**src/common/vecmat_pkg.sv**
```systemverilog
package vecmat_pkg;

  // ==============================
  // Widths
  // ==============================
  localparam int DATA_W     = 16;  // Q8.8 element.
  localparam int FRAC_W     = 8;
  localparam int AXI_ADDR_W = 12;
  localparam int AXI_DATA_W = 32;

  localparam logic signed [DATA_W-1:0] SAT_MAX = 16'sh7fff;
  localparam logic signed [DATA_W-1:0] SAT_MIN = 16'sh8000;

  // ==============================
  // Register map
  // ==============================
  localparam logic [AXI_ADDR_W-1:0] CTRL_ADDR   = 12'h000;  // Bit 0 starts.
  localparam logic [AXI_ADDR_W-1:0] STATUS_ADDR = 12'h004;  // Busy, done, saturated.
  localparam logic [AXI_ADDR_W-1:0] RESULT_ADDR = 12'h008;
  localparam logic [AXI_ADDR_W-1:0] VEC_BASE    = 12'h100;
  localparam logic [AXI_ADDR_W-1:0] WGT_BASE    = 12'h200;

  localparam logic [1:0] RESP_OKAY   = 2'b00;
  localparam logic [1:0] RESP_SLVERR = 2'b10;

  typedef enum logic [1:0] {
    IDLE,
    RUN,
    DONE
  } ctrl_state_t;

  // Clamp a wide intermediate to the element range.
  function automatic logic signed [DATA_W-1:0] clamp(input logic signed [2*DATA_W-1:0] v);
    if (v > SAT_MAX) return SAT_MAX;
    if (v < SAT_MIN) return SAT_MIN;
    return v[DATA_W-1:0];
  endfunction

  function automatic logic out_of_range(input logic signed [2*DATA_W-1:0] v);
    return (v > SAT_MAX) || (v < SAT_MIN);
  endfunction

  function automatic logic signed [2*DATA_W-1:0] wide_sum(input logic signed [DATA_W-1:0] a,
                                                           input logic signed [DATA_W-1:0] b);
    return (2*DATA_W)'(a) + (2*DATA_W)'(b);
  endfunction

  // Full product, then arithmetic shift back to Q8.8 (floor).
  function automatic logic signed [2*DATA_W-1:0] wide_prod(input logic signed [DATA_W-1:0] a,
                                                            input logic signed [DATA_W-1:0] b);
    logic signed [2*DATA_W-1:0] p;
    p = (2*DATA_W)'(a) * (2*DATA_W)'(b);
    return p >>> FRAC_W;
  endfunction

  function automatic logic signed [DATA_W-1:0] sat_add(input logic signed [DATA_W-1:0] a,
                                                       input logic signed [DATA_W-1:0] b);
    return clamp(wide_sum(a, b));
  endfunction

  function automatic logic is_add_sat(input logic signed [DATA_W-1:0] a,
                                      input logic signed [DATA_W-1:0] b);
    return out_of_range(wide_sum(a, b));
  endfunction

  function automatic logic signed [DATA_W-1:0] sat_mul(input logic signed [DATA_W-1:0] a,
                                                       input logic signed [DATA_W-1:0] b);
    return clamp(wide_prod(a, b));
  endfunction

  function automatic logic is_mul_sat(input logic signed [DATA_W-1:0] a,
                                      input logic signed [DATA_W-1:0] b);
    return out_of_range(wide_prod(a, b));
  endfunction

endpackage

```
**src/vecmat/vecmat_add.sv**
```systemverilog
module vecmat_add import vecmat_pkg::*; #(
  parameter int VEC_LEN    = 8,
  parameter int PIPE_EVERY = 2
) (
  input  logic                      clk,
  input  logic                      reset,
  input  logic [VEC_LEN*DATA_W-1:0] prod_flat,
  input  logic                      prod_valid,
  input  logic                      prod_sat,
  output logic [DATA_W-1:0]         sum,
  output logic                      sum_valid,
  output logic                      sum_sat
);

  // A single element still gets one pass-through level.
  localparam int LEVELS = (VEC_LEN > 1) ? $clog2(VEC_LEN) : 1;
  localparam int STAGES = (LEVELS + PIPE_EVERY - 1) / PIPE_EVERY;

  // ==============================
  // Reduction levels
  // ==============================
  genvar lv;
  for (lv = 0; lv < LEVELS; lv++) begin : lvl
    localparam int N_IN  = (VEC_LEN + (1 << lv) - 1) >> lv;
    localparam int N_OUT = (N_IN + 1) / 2;
    localparam bit REG   = ((lv + 1) % PIPE_EVERY == 0) || (lv == LEVELS - 1);

    logic [N_IN*DATA_W-1:0]  din;
    logic                    vin;
    logic                    sin;
    logic [N_OUT*DATA_W-1:0] nxt;
    logic                    nsat;
    logic [N_OUT*DATA_W-1:0] dout;
    logic                    vout;
    logic                    sout;

    if (lv == 0) begin : g_src
      assign din = prod_flat;
      assign vin = prod_valid;
      assign sin = prod_sat;
    end else begin : g_src
      assign din = lvl[lv-1].dout;
      assign vin = lvl[lv-1].vout;
      assign sin = lvl[lv-1].sout;
    end

    always_comb begin
      nsat = sin;
      for (int k = 0; k < N_OUT; k++) begin
        if (2*k + 1 < N_IN) begin
          nxt[k*DATA_W +: DATA_W] = sat_add(din[2*k*DATA_W +: DATA_W],
                                            din[(2*k+1)*DATA_W +: DATA_W]);
          if (vin && is_add_sat(din[2*k*DATA_W +: DATA_W],
                                din[(2*k+1)*DATA_W +: DATA_W])) begin
            nsat = 1'b1;
          end
        end else begin
          nxt[k*DATA_W +: DATA_W] = din[2*k*DATA_W +: DATA_W];  // Odd last node.
        end
      end
    end

    if (REG) begin : g_reg
      always_ff @(posedge clk) begin
        dout <= nxt;
      end

      always_ff @(posedge clk) begin
        if (!reset) begin
          vout <= 1'b0;
          sout <= 1'b0;
        end else begin
          vout <= vin;
          sout <= nsat;
        end
      end
    end else begin : g_comb
      assign dout = nxt;
      assign vout = vin;
      assign sout = nsat;
    end
  end

  assign sum       = lvl[LEVELS-1].dout;
  assign sum_valid = lvl[LEVELS-1].vout;
  assign sum_sat   = lvl[LEVELS-1].sout;

  // Valid bits march through the tree with their data.
  a_latency: assert property (@(posedge clk) disable iff (!reset)
    sum_valid == $past(prod_valid, STAGES))
    else $error("sum_valid not aligned to prod_valid after %0d stages", STAGES);

endmodule

```
**config.mk**
```make
export PLATFORM = sky130hd
export DESIGN_NAME = vecmat_add
export DESIGN_NICKNAME = d
export VERILOG_FILES = /design/src/common/vecmat_pkg.sv /design/src/vecmat/vecmat_add.sv
export SDC_FILE = /design/constraint.sdc
export NUM_CORES = 1
export LEC_CHECK = 0
export BUFFER_PORTS_ARGS = -buffer_cell sky130_fd_sc_hd__buf_2
export CAP_MARGIN = 20
export CORE_AREA = 2 2 168 170
export DETAILED_ROUTE_END_ITERATION = 10
export DIE_AREA = 0 0 170 172
export GPL_TIMING_DRIVEN = 0
export HOLD_SLACK_MARGIN = 0.1
export PLACE_DENSITY = 0.42
export SYNTH_ARGS = -nofsm -noshare
export SYNTH_HDL_FRONTEND = slang
export SYNTH_SLANG_ARGS = --single-unit
```
**constraint.sdc**
```tcl
create_clock -name clk -period 13.2 [get_ports clk]
set_input_delay 1.32 -clock clk [delete_from_list [all_inputs] [get_ports clk]]
set_output_delay 1.32 -clock clk [all_outputs]
set_load 0.02 [all_outputs]
```
* Word level (Yosys, flattened, before mapping)
Cells that the tools add are included.
** Storage, ports and cells
- Flip-flop bits (word level) :: 52
- Input port bits :: 132
- Output and inout bits :: 18
- Logic and storage cells :: 97
** Cells by class
- $add $sub $neg :: 7
- $lt $le $gt $ge :: 14
- Multiplexer cells :: 56
- Reduce and logical (&&, ||, !) cells :: 14
** Operators by type and width (number)
- $mux W16 :: 28
- $add A16 B16 Y17 :: 7
- $gt A17 B16 Y1 const B :: 7
- $lt A17 B16 Y1 const B :: 7
- $mux W1 :: 28
- $logic_and A1 B1 Y1 :: 7
- $logic_or A1 B1 Y1 :: 7

* Logic depth before layout (Yosys ltp)
- Depth after elaboration :: 12
- Mapped depth :: 26
- Depth with buffers taken out :: 25

* Worst setup path after synthesis
OpenSTA, ideal clock, no wires.
- Path kind :: input port to flip-flop
- Start point :: input port prod_flat[0]
- End point :: register lvl[1].sout
- Library setup time :: 0.130 ns
- Arrival time :: 5.851 ns
- Data required time :: 13.070 ns
- Slack :: 7.218 ns
- Stages :: 26
- Path buffers :: 1
- Cell sequence :: ha_1 > inv_1 > fa_1 > nand2b_1 > a21oi_1 > o211ai_1 > a31oi_1 > a31oi_1 > nand2b_1 > a31oi_4 > nor2_4 > buf_4 > o21ai_1 > ha_1 > inv_1 > fa_1 > nand3b_1 > a211o_2 > a31oi_2 > a211o_2 > a21oi_2 > nor3_4 > inv_2 > o211ai_1 > and3b_1 > a31oi_1
** Between the ends
- Cells in the longest elaborated chain, start to end :: 12
- Elaborated cells on any way between the ends :: 22
- Classes of those cells :: 2 x add/sub; 4 x order compare; 12 x mux; 4 x reduce/logical
** Ends and longest elaborated chain
- from (decl) :: line vecmat_add.sv:7 : input logic [VEC_LEN*DATA_W-1:0] prod_flat,
- $add A16 B16 Y17 * :: line vecmat_pkg.sv:45 : return (2*DATA_W)'(a) + (2*DATA_W)'(b);
- $lt A17 B16 Y1 :: line vecmat_pkg.sv:35, vecmat_pkg.sv:40
- $mux W1 (2 in a row) :: line vecmat_pkg.sv:35 : if (v < SAT_MIN) return SAT_MIN;
- $mux W16 :: line vecmat_pkg.sv:36 : return v[DATA_W-1:0];
- $mux W16 :: line vecmat_pkg.sv:35
- $add A16 B16 Y17 :: line vecmat_pkg.sv:45
- $gt A17 B16 Y1 or $lt A17 B16 Y1 (tied branches) :: line vecmat_pkg.sv:40 : return (v > SAT_MAX) || (v < SAT_MIN);
- $logic_or A1 B1 Y1 :: line vecmat_pkg.sv:40
- $logic_and A1 B1 Y1 :: line vecmat_add.sv:53 : if (vin && is_add_sat(din[2*k*DATA_W +: DATA_W],
- $mux W1 * (2 in a row) :: line vecmat_add.sv:53
- to (signal assigned) :: line vecmat_add.sv:74 : sout <= nsat;
- to (decl) :: line vecmat_add.sv:35 : logic sout;
Every way passes the cells marked *; elsewhere a longest branch is shown, timed or not. The select of a mux whose other input is x is not followed.
A chain may end at the register's enable or synchronous reset.

* Final worst setup path
Same ends and word-level chain as after synthesis.

==> run summary <==
Status - finished, final reports clean
Avg Inst Size Synth - 8.18 µm²
Post-synth ARST share - 0
Sw Pwr - 0.870 mW
Cell area after layout - 0.00833 mm²
Max-slew headroom - 0.578
Layout Cells excl Fill - 1359
Initial core utilization - 0.255
Synthesized area - 0.00700 mm²
Min cycle time layout - 6.65 ns
Nets - 1263
Yosys top cell area share - 0.200
I/O Pins - 150
Leading post-synthesis cells by cell area - ha_1 (20%), dfxtp_1 (15%), a21oi_1 (8.2%), xnor2_1 (5.5%), xor2_1 (5.4%)
Cell Area, Placed - 0.00818 mm²
Seq/Total Area, Yosys - 0.149
Syn Nets - 1107
Area grow syn2layout - 19.0%
Hold Path Depth - 1
Final WS setup - 6.55 ns
Total power - 1.78 mW
Warnings, synthesis - 0
Total number of vias - 6465
Most frequent cells in the layout - buf_2 (156), a21oi_1 (114), ha_1 (112), o21ai_0 (64), dfxtp_1 (52)
RSZ-0062 raised after global routing - no
Register area - 0.00104 mm²
Mapped Cells - 856
Pre-CTS setup slack - 6.19 ns
Number of diodes - 0
Share of layout cells above drive strength 1 - 0.224
Sequential Power Share - 0.156
Cell taking the most area after synthesis - ha_1
Clk_skew - 0.00240 ns
Clk Latency, worst-skew pair - 0.29 ns
VDD IR max - 0.0000842 V
Worst hold slack - 0.547 ns
Max Root-Sink Buffers - 2
Drt first pass iters - 4
CP Data Required Time - 13.37 ns
Final hold violations - 0
Clk pwr share - 0.074
Setup_tns - 0 ns
FF-to-FF setup slack - 10.16 ns
CP Launch Type - input pin
Average wire per standard cell - 13.4 µm
Seq cells post-synth - 52
IO Port Bufs - 149
Worst-path clk slew - 0.07 ns
H-Tree Level Count - 2
Clock sinks - 52
Final core occ - 0.303
Vias in the first global route - 6168
CTS tree - yes
Rows - 61
Final Setup Violations - 0
First-pass GRT wire length - 30.2 mm
Post-synth EDFFs - 0
Switching Fraction - 0.488
Hold crit path type - register to register
DP Cell Count - 1351
Crit-path max FO - 10
Slew of the pin with the lowest slew margin - 0.627 ns
CTS root buffer - clkbuf_16
CTS-repair resized insts - 0
RePlAce Congestion - 0.782
Max Cap Viol - 0
Post-CTS setup buffers - 0
CP arrival - 6.81 ns
Static leakage - 3.87 nW
Final-layout fill cell count - 3044
Core Area - 0.0275 mm²
PwrDens - 214 mW/mm²
Combinational share of power - 0.770
Worst reg2reg path depth - 11
Worst Setup Path Type - input pin to register
Residual DRC - 0
Largest net degree at the start of global routing - 17
Die Y - 172 µm
Internal power - 0.912 mW
Fin. max-slew vios - 0
Vias/cell - 4.76
Die area - 0.0292 mm²
Area of the multi-input gates - 0.00569 mm²
Hold_buf cts - 0
Yosys cell types - 81
CP endpoint kind - register
Top_reg_cell synth - dfxtp_1
GRT overflow - 0
Hpwl dp - 16.2 mm
Fmax - 150 MHz
Num CTS Buffers - 5
Final cycle utilization of the critical path - 0.504
DRT iter0 DRCs - 198
Die W - 170 µm
Routed Antenna Nets - 0
Initial antenna violation count - 2
GR Util All Layers - 0.126
Most common cell after layout, fill and taps aside - buf_2
Total wire length - 18.3 mm
## synth_stat cells, types with 13 or more instances
cell type,number
a21o_1,35
a21oi_1,114
dfxtp_1,52
ha_1,112
inv_1,48
nand2_1,37
nand2b_1,13
nand3_1,15
nor2_1,41
nor2b_1,13
o21ai_0,64
o21bai_1,13
xnor2_1,44
xor2_1,43
## registers in the layout, summed over array words and instances (netlist names)
register and count:
sum_valid 1, sum_sat 1, lvl.dout 32, lvl.vout 1, sum 16, lvl.sout 1
## cell type report
class,instances,share of cell area
Inverter,49,0.0221
Tap cell,346,0.0520
Timing Repair Buffer,149,0.0895
Sequential cell,52,0.125
Multi-Input combinational cell,740,0.683
Clock buffer,6,0.0167
Clock inverter,2,0.00165
Buffer,15,0.0102
## kinds of logic (layout without fill, tap and decap cells)
group           count (synthesis)  in the layout  share of synthesized area
compound gates                322            322                      0.307
simple gates                  194            194                      0.147
flops                          52             52                      0.149
fa+ha+maj                     130            130                      0.236
xor+xnor                       90             90                      0.117
buf+inv                        64            221                     0.0384
mux                             4              4                    0.00626
## critical path: stages
cell and delay [ns]:
buf_2 0.08, ha_1 0.20, inv_1 0.07, fa_1 0.39
nand2b_1 0.17, a21oi_1 0.25, o211ai_1 0.18, a31oi_1 0.30
a31oi_1 0.16, nand2b_1 0.20, a31oi_4 0.29, nor2_4 0.08
buf_4 0.17, o21ai_1 0.23, ha_1 0.24, inv_1 0.06
fa_1 0.41, nand3b_1 0.21, a211o_2 0.34, a31oi_2 0.22
a211o_2 0.20, a21oi_2 0.08, nor3_4 0.35, inv_2 0.06
o211ai_1 0.21, and3b_1 0.23, a31oi_1 0.09
## layer usage
layer | routed length (µm) | global-route usage | vias to the layer above
li1 | - | - | 3450
met4 | 76 | 0.0134 | 4
met1 | 9750 | 0.188 | 2892
met3 | 585 | 0.0130 | 11
met5 | 21 | 0 | -
met2 | 7830 | 0.202 | 108
## worst paths after layout
path / end / start
worst max-delay path: lvl[1].sout / prod_flat[0]
worst min-delay path: sum_sat / lvl[1].sout
worst max register to register: sum_sat / lvl[1].dout[16]
worst min register to register: sum_sat / lvl[1].sout
## power groups by stage
stage               sequential (mW)  combinational, mW  clock, mW
finish                        0.278               1.37      0.132
global route                  0.285               1.56      0.142
CTS                           0.280               1.39      0.136
detailed placement            0.283               1.38          0
global placement              0.284               1.39          0
floorplan                     0.302               1.03          0
No activity file was read; power rests on OpenSTA's default activity.
