### src/common/vecmat_pkg.sv
package vecmat_pkg;

  // ==============================
  // Widths
  // ==============================
  localparam int DATA_W     = 16;  // Q8.8 element.
  localparam int FRAC_W     = 8;
  localparam int AXI_ADDR_W = 12;
  localparam int AXI_DATA_W = 32;

  localparam logic signed [DATA_W-1:0] SAT_MAX = 16'sh7fff;
  localparam logic signed [DATA_W-1:0] SAT_MIN = 16'sh8000;

  // ==============================
  // Register map
  // ==============================
  localparam logic [AXI_ADDR_W-1:0] CTRL_ADDR   = 12'h000;  // Bit 0 starts.
  localparam logic [AXI_ADDR_W-1:0] STATUS_ADDR = 12'h004;  // Busy, done, saturated.
  localparam logic [AXI_ADDR_W-1:0] RESULT_ADDR = 12'h008;
  localparam logic [AXI_ADDR_W-1:0] VEC_BASE    = 12'h100;
  localparam logic [AXI_ADDR_W-1:0] WGT_BASE    = 12'h200;

  localparam logic [1:0] RESP_OKAY   = 2'b00;
  localparam logic [1:0] RESP_SLVERR = 2'b10;

  typedef enum logic [1:0] {
    IDLE,
    RUN,
    DONE
  } ctrl_state_t;

  // Clamp a wide intermediate to the element range.
  function automatic logic signed [DATA_W-1:0] clamp(input logic signed [2*DATA_W-1:0] v);
    if (v > SAT_MAX) return SAT_MAX;
    if (v < SAT_MIN) return SAT_MIN;
    return v[DATA_W-1:0];
  endfunction

  function automatic logic out_of_range(input logic signed [2*DATA_W-1:0] v);
    return (v > SAT_MAX) || (v < SAT_MIN);
  endfunction

  function automatic logic signed [2*DATA_W-1:0] wide_sum(input logic signed [DATA_W-1:0] a,
                                                           input logic signed [DATA_W-1:0] b);
    return (2*DATA_W)'(a) + (2*DATA_W)'(b);
  endfunction

  // Full product, then arithmetic shift back to Q8.8 (floor).
  function automatic logic signed [2*DATA_W-1:0] wide_prod(input logic signed [DATA_W-1:0] a,
                                                            input logic signed [DATA_W-1:0] b);
    logic signed [2*DATA_W-1:0] p;
    p = (2*DATA_W)'(a) * (2*DATA_W)'(b);
    return p >>> FRAC_W;
  endfunction

  function automatic logic signed [DATA_W-1:0] sat_add(input logic signed [DATA_W-1:0] a,
                                                       input logic signed [DATA_W-1:0] b);
    return clamp(wide_sum(a, b));
  endfunction

  function automatic logic is_add_sat(input logic signed [DATA_W-1:0] a,
                                      input logic signed [DATA_W-1:0] b);
    return out_of_range(wide_sum(a, b));
  endfunction

  function automatic logic signed [DATA_W-1:0] sat_mul(input logic signed [DATA_W-1:0] a,
                                                       input logic signed [DATA_W-1:0] b);
    return clamp(wide_prod(a, b));
  endfunction

  function automatic logic is_mul_sat(input logic signed [DATA_W-1:0] a,
                                      input logic signed [DATA_W-1:0] b);
    return out_of_range(wide_prod(a, b));
  endfunction

endpackage

### src/axil_regs.sv
module axil_regs import vecmat_pkg::*; #(
  parameter int VEC_LEN = 8
) (
  input  logic                      clk,
  input  logic                      reset,
  input  logic [AXI_ADDR_W-1:0]     awaddr,
  input  logic                      awvalid,
  output logic                      awready,
  input  logic [AXI_DATA_W-1:0]     wdata,
  input  logic                      wvalid,
  output logic                      wready,
  output logic [1:0]                bresp,
  output logic                      bvalid,
  input  logic                      bready,
  input  logic [AXI_ADDR_W-1:0]     araddr,
  input  logic                      arvalid,
  output logic                      arready,
  output logic [AXI_DATA_W-1:0]     rdata,
  output logic [1:0]                rresp,
  output logic                      rvalid,
  input  logic                      rready,
  output logic                      launch,
  output logic [VEC_LEN*DATA_W-1:0] vec_flat,
  output logic [VEC_LEN*DATA_W-1:0] wgt_flat,
  input  logic [DATA_W-1:0]         sum,
  input  logic                      sum_valid,
  input  logic                      sum_sat
);

  localparam int IDX_W = 6;  // Element index lives in addr[7:2].

  ctrl_state_t           state;
  logic [DATA_W-1:0]     result;
  logic                  sat_flag;
  logic                  wr_en;
  logic                  rd_en;
  logic                  wr_vec;
  logic                  wr_wgt;
  logic                  wr_ok;
  logic                  start;
  logic [IDX_W-1:0]      wr_idx;
  logic [IDX_W-1:0]      rd_idx;
  logic [AXI_DATA_W-1:0] rd_data;
  logic                  rd_ok;

  function automatic logic elem_hit(input logic [AXI_ADDR_W-1:0] addr,
                                    input logic [AXI_ADDR_W-1:0] base);
    return (addr[AXI_ADDR_W-1:8] == base[AXI_ADDR_W-1:8]) && (addr[1:0] == 2'b00) &&
           (int'(addr[7:2]) < VEC_LEN);
  endfunction

  function automatic logic [AXI_DATA_W-1:0] sext(input logic [DATA_W-1:0] v);
    return {{(AXI_DATA_W-DATA_W){v[DATA_W-1]}}, v};
  endfunction

  // ==============================
  // Address decode
  // ==============================
  assign wr_en  = awready && awvalid && wready && wvalid;
  assign rd_en  = arready && arvalid;
  assign wr_idx = awaddr[7:2];
  assign rd_idx = araddr[7:2];
  assign wr_vec = elem_hit(awaddr, VEC_BASE);
  assign wr_wgt = elem_hit(awaddr, WGT_BASE);
  assign wr_ok  = wr_vec || wr_wgt || (awaddr == CTRL_ADDR) ||
                  (awaddr == STATUS_ADDR) || (awaddr == RESULT_ADDR);
  assign start  = wr_en && (awaddr == CTRL_ADDR) && wdata[0];

  always_comb begin
    rd_ok   = 1'b1;
    rd_data = '0;
    if (elem_hit(araddr, VEC_BASE)) begin
      rd_data = sext(vec_flat[rd_idx*DATA_W +: DATA_W]);
    end else if (elem_hit(araddr, WGT_BASE)) begin
      rd_data = sext(wgt_flat[rd_idx*DATA_W +: DATA_W]);
    end else if (araddr == STATUS_ADDR) begin
      rd_data = {{(AXI_DATA_W-3){1'b0}}, sat_flag, state == DONE, state == RUN};
    end else if (araddr == RESULT_ADDR) begin
      rd_data = sext(result);
    end else if (araddr != CTRL_ADDR) begin
      rd_ok = 1'b0;  // Unmapped, data stays 0.
    end
  end

  // ==============================
  // Write and read channels
  // ==============================
  always_ff @(posedge clk) begin
    if (!reset) begin
      awready <= 1'b0;
      wready  <= 1'b0;
      bvalid  <= 1'b0;
      arready <= 1'b0;
      rvalid  <= 1'b0;
    end else begin
      awready <= awvalid && wvalid && !bvalid && !awready;  // One-cycle accept.
      wready  <= awvalid && wvalid && !bvalid && !awready;
      arready <= arvalid && !rvalid && !arready;
      if (wr_en) begin
        bvalid <= 1'b1;
      end else if (bready) begin
        bvalid <= 1'b0;
      end
      if (rd_en) begin
        rvalid <= 1'b1;
      end else if (rready) begin
        rvalid <= 1'b0;
      end
    end
  end

  always_ff @(posedge clk) begin
    if (wr_en) begin
      bresp <= wr_ok ? RESP_OKAY : RESP_SLVERR;
    end
    if (rd_en) begin
      rdata <= rd_data;
      rresp <= rd_ok ? RESP_OKAY : RESP_SLVERR;
    end
  end

  // Operand banks.
  always_ff @(posedge clk) begin
    if (!reset) begin
      vec_flat <= '0;
      wgt_flat <= '0;
    end else begin
      if (wr_en && wr_vec) vec_flat[wr_idx*DATA_W +: DATA_W] <= wdata[DATA_W-1:0];
      if (wr_en && wr_wgt) wgt_flat[wr_idx*DATA_W +: DATA_W] <= wdata[DATA_W-1:0];
    end
  end

  // ==============================
  // Control FSM
  // ==============================
  always_ff @(posedge clk) begin
    if (!reset) begin
      state    <= IDLE;
      launch   <= 1'b0;
      sat_flag <= 1'b0;
      result   <= '0;
    end else begin
      launch <= 1'b0;
      if (start && state != RUN) begin  // Start while RUN is dropped.
        state    <= RUN;
        launch   <= 1'b1;
        sat_flag <= 1'b0;
      end else if (sum_valid) begin
        state    <= DONE;
        result   <= sum;
        sat_flag <= sum_sat;
      end
    end
  end

  a_bhold: assert property (@(posedge clk) disable iff (!reset)
    bvalid && !bready |=> bvalid && $stable(bresp))
    else $error("write response dropped or changed before bready");

  a_rhold: assert property (@(posedge clk) disable iff (!reset)
    rvalid && !rready |=> rvalid && $stable(rdata) && $stable(rresp))
    else $error("read response dropped or changed before rready");

  a_sum_run: assert property (@(posedge clk) disable iff (!reset)
    sum_valid |-> state == RUN)
    else $error("tree result arrived outside RUN");

endmodule

### config.mk
export PLATFORM = sky130hd
export DESIGN_NAME = axil_regs
export DESIGN_NICKNAME = d
export VERILOG_FILES = /design/src/common/vecmat_pkg.sv /design/src/axil_regs.sv
export SDC_FILE = /design/constraint.sdc
export NUM_CORES = 1
export LEC_CHECK = 0
export BUFFER_PORTS_ARGS = -buffer_cell sky130_fd_sc_hd__buf_2
export CAP_MARGIN = 5
export CORE_MARGIN = 2
export CORE_UTILIZATION = 48
export DETAILED_ROUTE_END_ITERATION = 16
export GPL_TIMING_DRIVEN = 1
export PLACE_DENSITY = 0.77
export SLEW_MARGIN = 20
export SYNTH_ARGS = -nofsm -noshare
export SYNTH_HDL_FRONTEND = slang
export SYNTH_SLANG_ARGS = --single-unit
### constraint.sdc
create_clock -name clk -period 2.9 [get_ports clk]
set_input_delay 0.29 -clock clk [delete_from_list [all_inputs] [get_ports clk]]
set_output_delay 0.29 -clock clk [all_outputs]
set_load 0.03 [all_outputs]
---- Word-level counts from Yosys, hierarchy flattened ----
Cells that the tools add are included.
operators by class
  bitwise operators ....................... 2
  reduce and logical (&&, ||, !) cells .... 39
  $lt $le $gt $ge ......................... 2
  equal/unequal tests ..................... 11
  shifts and indexed selects .............. 4
  mux-type cells .......................... 20
  add/sub/neg operators ................... 1
operator list
  kind                                                                           number
  128-bit bitwise mux                                                            2
  128-bit by 11-bit variable part select with 16-bit output                      2
  32-bit two-way mux                                                             4
  16-bit by 34-bit variable shift with 128-bit output (first input constant)     1
  16-bit by 34-bit variable part select with 128-bit output                      1
  10-bit negator with 34-bit output                                              1
  12-bit by 3-bit == test with 1-bit output (second input constant)              2
  12-bit by 4-bit == test with 1-bit output (second input constant)              2
  1-bit logical AND                                                              22
  12-bit zero test                                                               1
  6-bit by 4-bit less-than comparator with 1-bit output (second input constant)  2
  1-bit two-way mux                                                              12
  12-bit nonzero test                                                            1
  4-bit by 1-bit == test with 1-bit output (second input constant)               2
  4-bit by 2-bit == test with 1-bit output (second input constant)               2
  2-bit nonzero test                                                             3
  1-bit zero test                                                                4
  2-bit zero test                                                                2
  1-bit logical OR                                                               4
  2-bit two-way mux                                                              2
  2-bit by 1-bit == test with 1-bit output (second input constant)               1
  2-bit == test (second input constant)                                          1
  2-bit by 1-bit inequality test with 1-bit output (second input constant)       1
  1-bit inverter                                                                 2
  other kinds (2)                                                                2
storage, ports and cells
  input bits .............................. 81
  flip-flop bits (word level) ............. 316

---- Longest topological paths before layout ----
  depth after elaboration ................. 8
  depth in mapped cells ................... 11

---- Worst setup path after synthesis ----
OpenSTA, ideal clock, no wires.
  path type ............................... input -> register
  start point ............................. in awaddr[2]
  end point ............................... reg wgt_flat[70]
  setup slack ............................. -0.034 ns
  arrival ................................. 2.863 ns
  setup time .............................. 0.072 ns
  cell stages on the path ................. 10
  cell sequence ........................... clkbuf_1 -> nor4_1 -> nor2b_1 -> ha_1 -> or3b_2 -> a21oi_1 -> nand3_1 -> nor2_1 -> buf_4 -> mux2i_1
between the ends
  word-level cells in the longest chain between the ends .. 3
ends and longest elaborated chain
  item                                                                                                               RTL line                           text
  from (decl)                                                                                                        axil_regs.sv:6                     input logic [AXI_ADDR_W-1:0] awaddr,
  10-bit negator with 34-bit output / 6-bit by 4-bit less-than comparator with 1-bit output (equally long branches)  axil_regs.sv:129, axil_regs.sv:49
  16-bit by 34-bit variable part select with 128-bit output (tied with other cells)                                  axil_regs.sv:129                   if (wr_en && wr_wgt) wgt_flat[wr_idx*DATA_W +: DATA_W] <= wdata[DATA_W-1:0];
  128-bit bitwise mux / 1-bit logical AND (equally long branches)                                                    axil_regs.sv:129
  to (signal, indexed assignment)                                                                                    axil_regs.sv:129
  to (decl)                                                                                                          axil_regs.sv:24                    output logic [VEC_LEN*DATA_W-1:0] wgt_flat,
Parallel ways exist; a longest one is shown, timed or not.
A chain may end at the register's enable or synchronous reset.

---- Worst setup path after layout ----
  start point ............................. reg wready
  end point ............................... reg wgt_flat[106]
between the ends
  word-level cells in the longest chain between the ends .. 4
ends and longest elaborated chain
  item                                RTL line          text
  from (decl)                         axil_regs.sv:11   output logic wready,
  from (signal assigned)              axil_regs.sv:97   wready <= awvalid && wvalid && !bvalid && !awready;
  1-bit logical AND                   -
  1-bit logical AND (*) (2 in a row)  axil_regs.sv:59   assign wr_en = awready && awvalid && wready && wvalid;
  1-bit logical AND (*)               axil_regs.sv:129
Every way passes the cells marked *; elsewhere a longest branch is shown, timed or not.

==> out/metrics.csv <==
metric,value,unit
dieArea,29600,um2
syn_inst,1249,
numCtsBuffers,31,
portBuffers,360,
grt_remaining_overflow,0,
crit_top_cell,nand3_1,
finalCoreUtilization,0.623,
syn_avg_cell_area,10.8,um2
path_clk_slew,0.06,ns
ys_seq_elements,298,
mostFrequentLayoutCell,buf_2,
finalHoldViolCount,0,
criticalPathCategory,reg -> reg,
cts_tree,built,
drt_pre_antenna_iters,5,
grt_busiest_layer,met2,
met1_usage,0.380,
use_met3,0.0787,
ys.flop_type,dfxtp_1,
htree_levels,1,
path_delay_family,simple AND/OR/NAND/NOR gates,
synth_seq_area_share,0.454,
fin_nets,1707,
grtUsageTotal,0.307,
syn_area,13500,um2
cts_buffer_depth,3,
slowest_delay,0.53,ns
critPathArrivalTime,2.81,ns
status,completed,
vias_per_cell,5.65,
ys_types,50,
min_period,2.33,ns
hold_depth,3,
rsz0062_at_grt,false,
place_congestion,0.920,
skew,0.0151,ns
setup_slack,0.572,ns
insertion_delay,0.57,ns
preCtsSetupSlack,0.137,ns
crit_buf_inv,1,
hp-class,in -> reg,
min_from,sum[11],
die_w,172,um
r2r_start,wready,
async_reset_ff_frac,0,
use_met2,0.506,
rr_worst_depth,6,
path_max_fanout,8,
wirelength,46900,um
grt_pass1_wl,67700,um
tns,0,ns
end_kind,flop,
die_y,172,um
ctsRootBufferMaster,clkbuf_16,
clock-sinks,298,
grt_pass1_vias,11300,
final_cell_mix,"357 x buf_2, 303 x mux2i_1, 280 x dfxtp_1, 263 x nand2_1, 64 x mux4_2",
r2r_end,wgt_flat[106],
irDropWorstVdd,379,uV
hpwl,33500,um
p_per_area,504,nW/um2
core,27800,um2
worstMarginPinSlew,0.831,ns
fin_crit_sh,0.803,
setup_viol,0,
antenna_found_initial,1,
drtIter0Drc,970,
area_growth,27.9,%
drv_slew,0,
max_cap_viol_count,0,
start_kind,flop,
yosysWarningCount,0,
std_cell_rows,61,
rrSetupSlack,0.57,ns
synth_edf_count,18,
fmax,430,MHz
leakagePower,7.35,nW
grt_max_degree,81,
holdPathEnd,result[11],
slew_headroom,0.446,
dr_total_vias,11400,
drtAntennaViolNets,0,
drc_errors,0,
initial_core_util,0.488,
ios,379,
worstPathCellList,"nand3_1, nor3b_1, nand3_1, nor2_4, buf_4, mux2i_1",
drive_gt1_frac,0.343,
required,3.39,ns
cp_slowest_cell,nor3b_1,
post_drt_wl_per_cell,23.2,um
-- state kept, by name (all words and copies together), names as in the netlist --
register and cells:
vec_flat 128, wgt_flat 128, rdata 16, result 16, state 2, arready 1, bresp 1, bvalid 1
launch 1, rresp 1, rvalid 1, sat_flag 1, wready 1
-- synth_stat cells, types with 2 or more instances --
library cell	number	area share
o211ai_1	3	0.0017
nor2b_1	53	0.024
clkbuf_1	55	0.015
and3_1	3	0.0014
buf_1	11	0.0030
a31oi_1	2	0.00092
o22ai_1	11	0.0051
buf_2	3	0.0011
mux2i_1	303	0.22
nor3_1	4	0.0015
nand2_1	263	0.073
or2_2	6	0.0028
nand3_1	42	0.016
nor4_1	3	0.0014
mux4_2	64	0.11
nor3b_1	3	0.0017
inv_1	7	0.0019
dfxtp_1	280	0.41
a21oi_1	3	0.0011
a21o_1	11	0.0061
nor2_2	10	0.0046
nand2b_1	2	0.00092
and2_1	2	0.00092
ha_1	4	0.0037
nor2_1	10	0.0028
a211oi_1	3	0.0017
a32oi_1	2	0.0013
edfxtp_1	18	0.040
o41ai_1	2	0.0013
o21a_1	3	0.0017
or3b_2	2	0.0013
buf_6	4	0.0033
buf_4	33	0.018
nor4b_1	2	0.0013
nand3b_1	4	0.0022
and4b_1	2	0.0015
or4_1	3	0.0017
-- routing by layer --
layer / share of wire / vias up
met2: 0.47 / 615
met3: 0.095 / 133
met5: 0 / -
met1: 0.39 / 5536
li1: - / 5141
met4: 0.045 / 0
-- report_power, final --
part	total [mW]	leakage [nW]	switching (mW)	internal [mW]
Sequential	4.16	2.45	0.0112	4.15
Clock	4.08	0.512	1.65	2.43
Combinational	0.485	4.39	0.300	0.184
Total	8.72	7.35	1.96	6.76
-- metrics by stage --
| stage | area (um2) | power [mW] | hold WS [ns] | std cells |
|---|---|---|---|---|
| floorplan | 13600 | 4.52 | 0.411 | 1250 |
| global placement | 16100 | 4.71 | 0.424 | 1951 |
| detailed placement | 16100 | 4.71 | 0.440 | 1951 |
| global route | 17300 | 8.99 | 0.0131 | 2023 |
| CTS | 17300 | 8.76 | 0.000447 | 2022 |
| finish | 17300 | 8.72 | 0.00881 | 2023 |
-- cells by family after synthesis --
group                      after synthesis  synth area share
and+or+nand+nor                        419             0.143
muxes                                  368             0.331
DFF                                    298             0.454
buffers and inverters                  113            0.0430
AOI/OAI and AO/OA                       45            0.0247
adders and majority gates                4           0.00369
other                                    1          0.000277
xor gates and xnor gates                 1          0.000647
-- worst reg2reg max path, delay by kind of cell (launching register included) --
family | cells | cell delay, ns
and+or+nand+nor | 4 | 1.35
DFF | 1 | 0.38
buffers and inverters | 1 | 0.29
muxes | 1 | 0.24
-- area by class of cell --
class	count	area, um2
Tap cell	378	473
Clock inverter	8	123
Fill cell	2282	10500
Clock buffer	47	916
Inverter	7	26.3
Multi-Input combinational cell	839	6890
Timing Repair Buffer	445	2740
Antenna cell	1	2.50
Sequential cell	298	6150
-- worst max path at each step --
stage	start	endpoint	slack, ns	cells past startpoint
global route	awaddr[4]	vec_flat[76]	0.41	10
detailed placement	awaddr[4]	vec_flat[76]	0.14	10
global placement	awaddr[4]	vec_flat[75]	0.16	10
CTS	wready	wgt_flat[106]	0.64	6
floorplan	awaddr[2]	vec_flat[119]	0.02	10
finish	wready	wgt_flat[106]	0.57	6
-- timing repair --
item,in CTS,in global routing
hold endpoints to repair,15,0
setup buffers,0,0
hold buffers,16,0
setup endpoints to repair,0,0
gates resized for setup,0,0
Note: power is estimated with default switching activity, not from simulation.
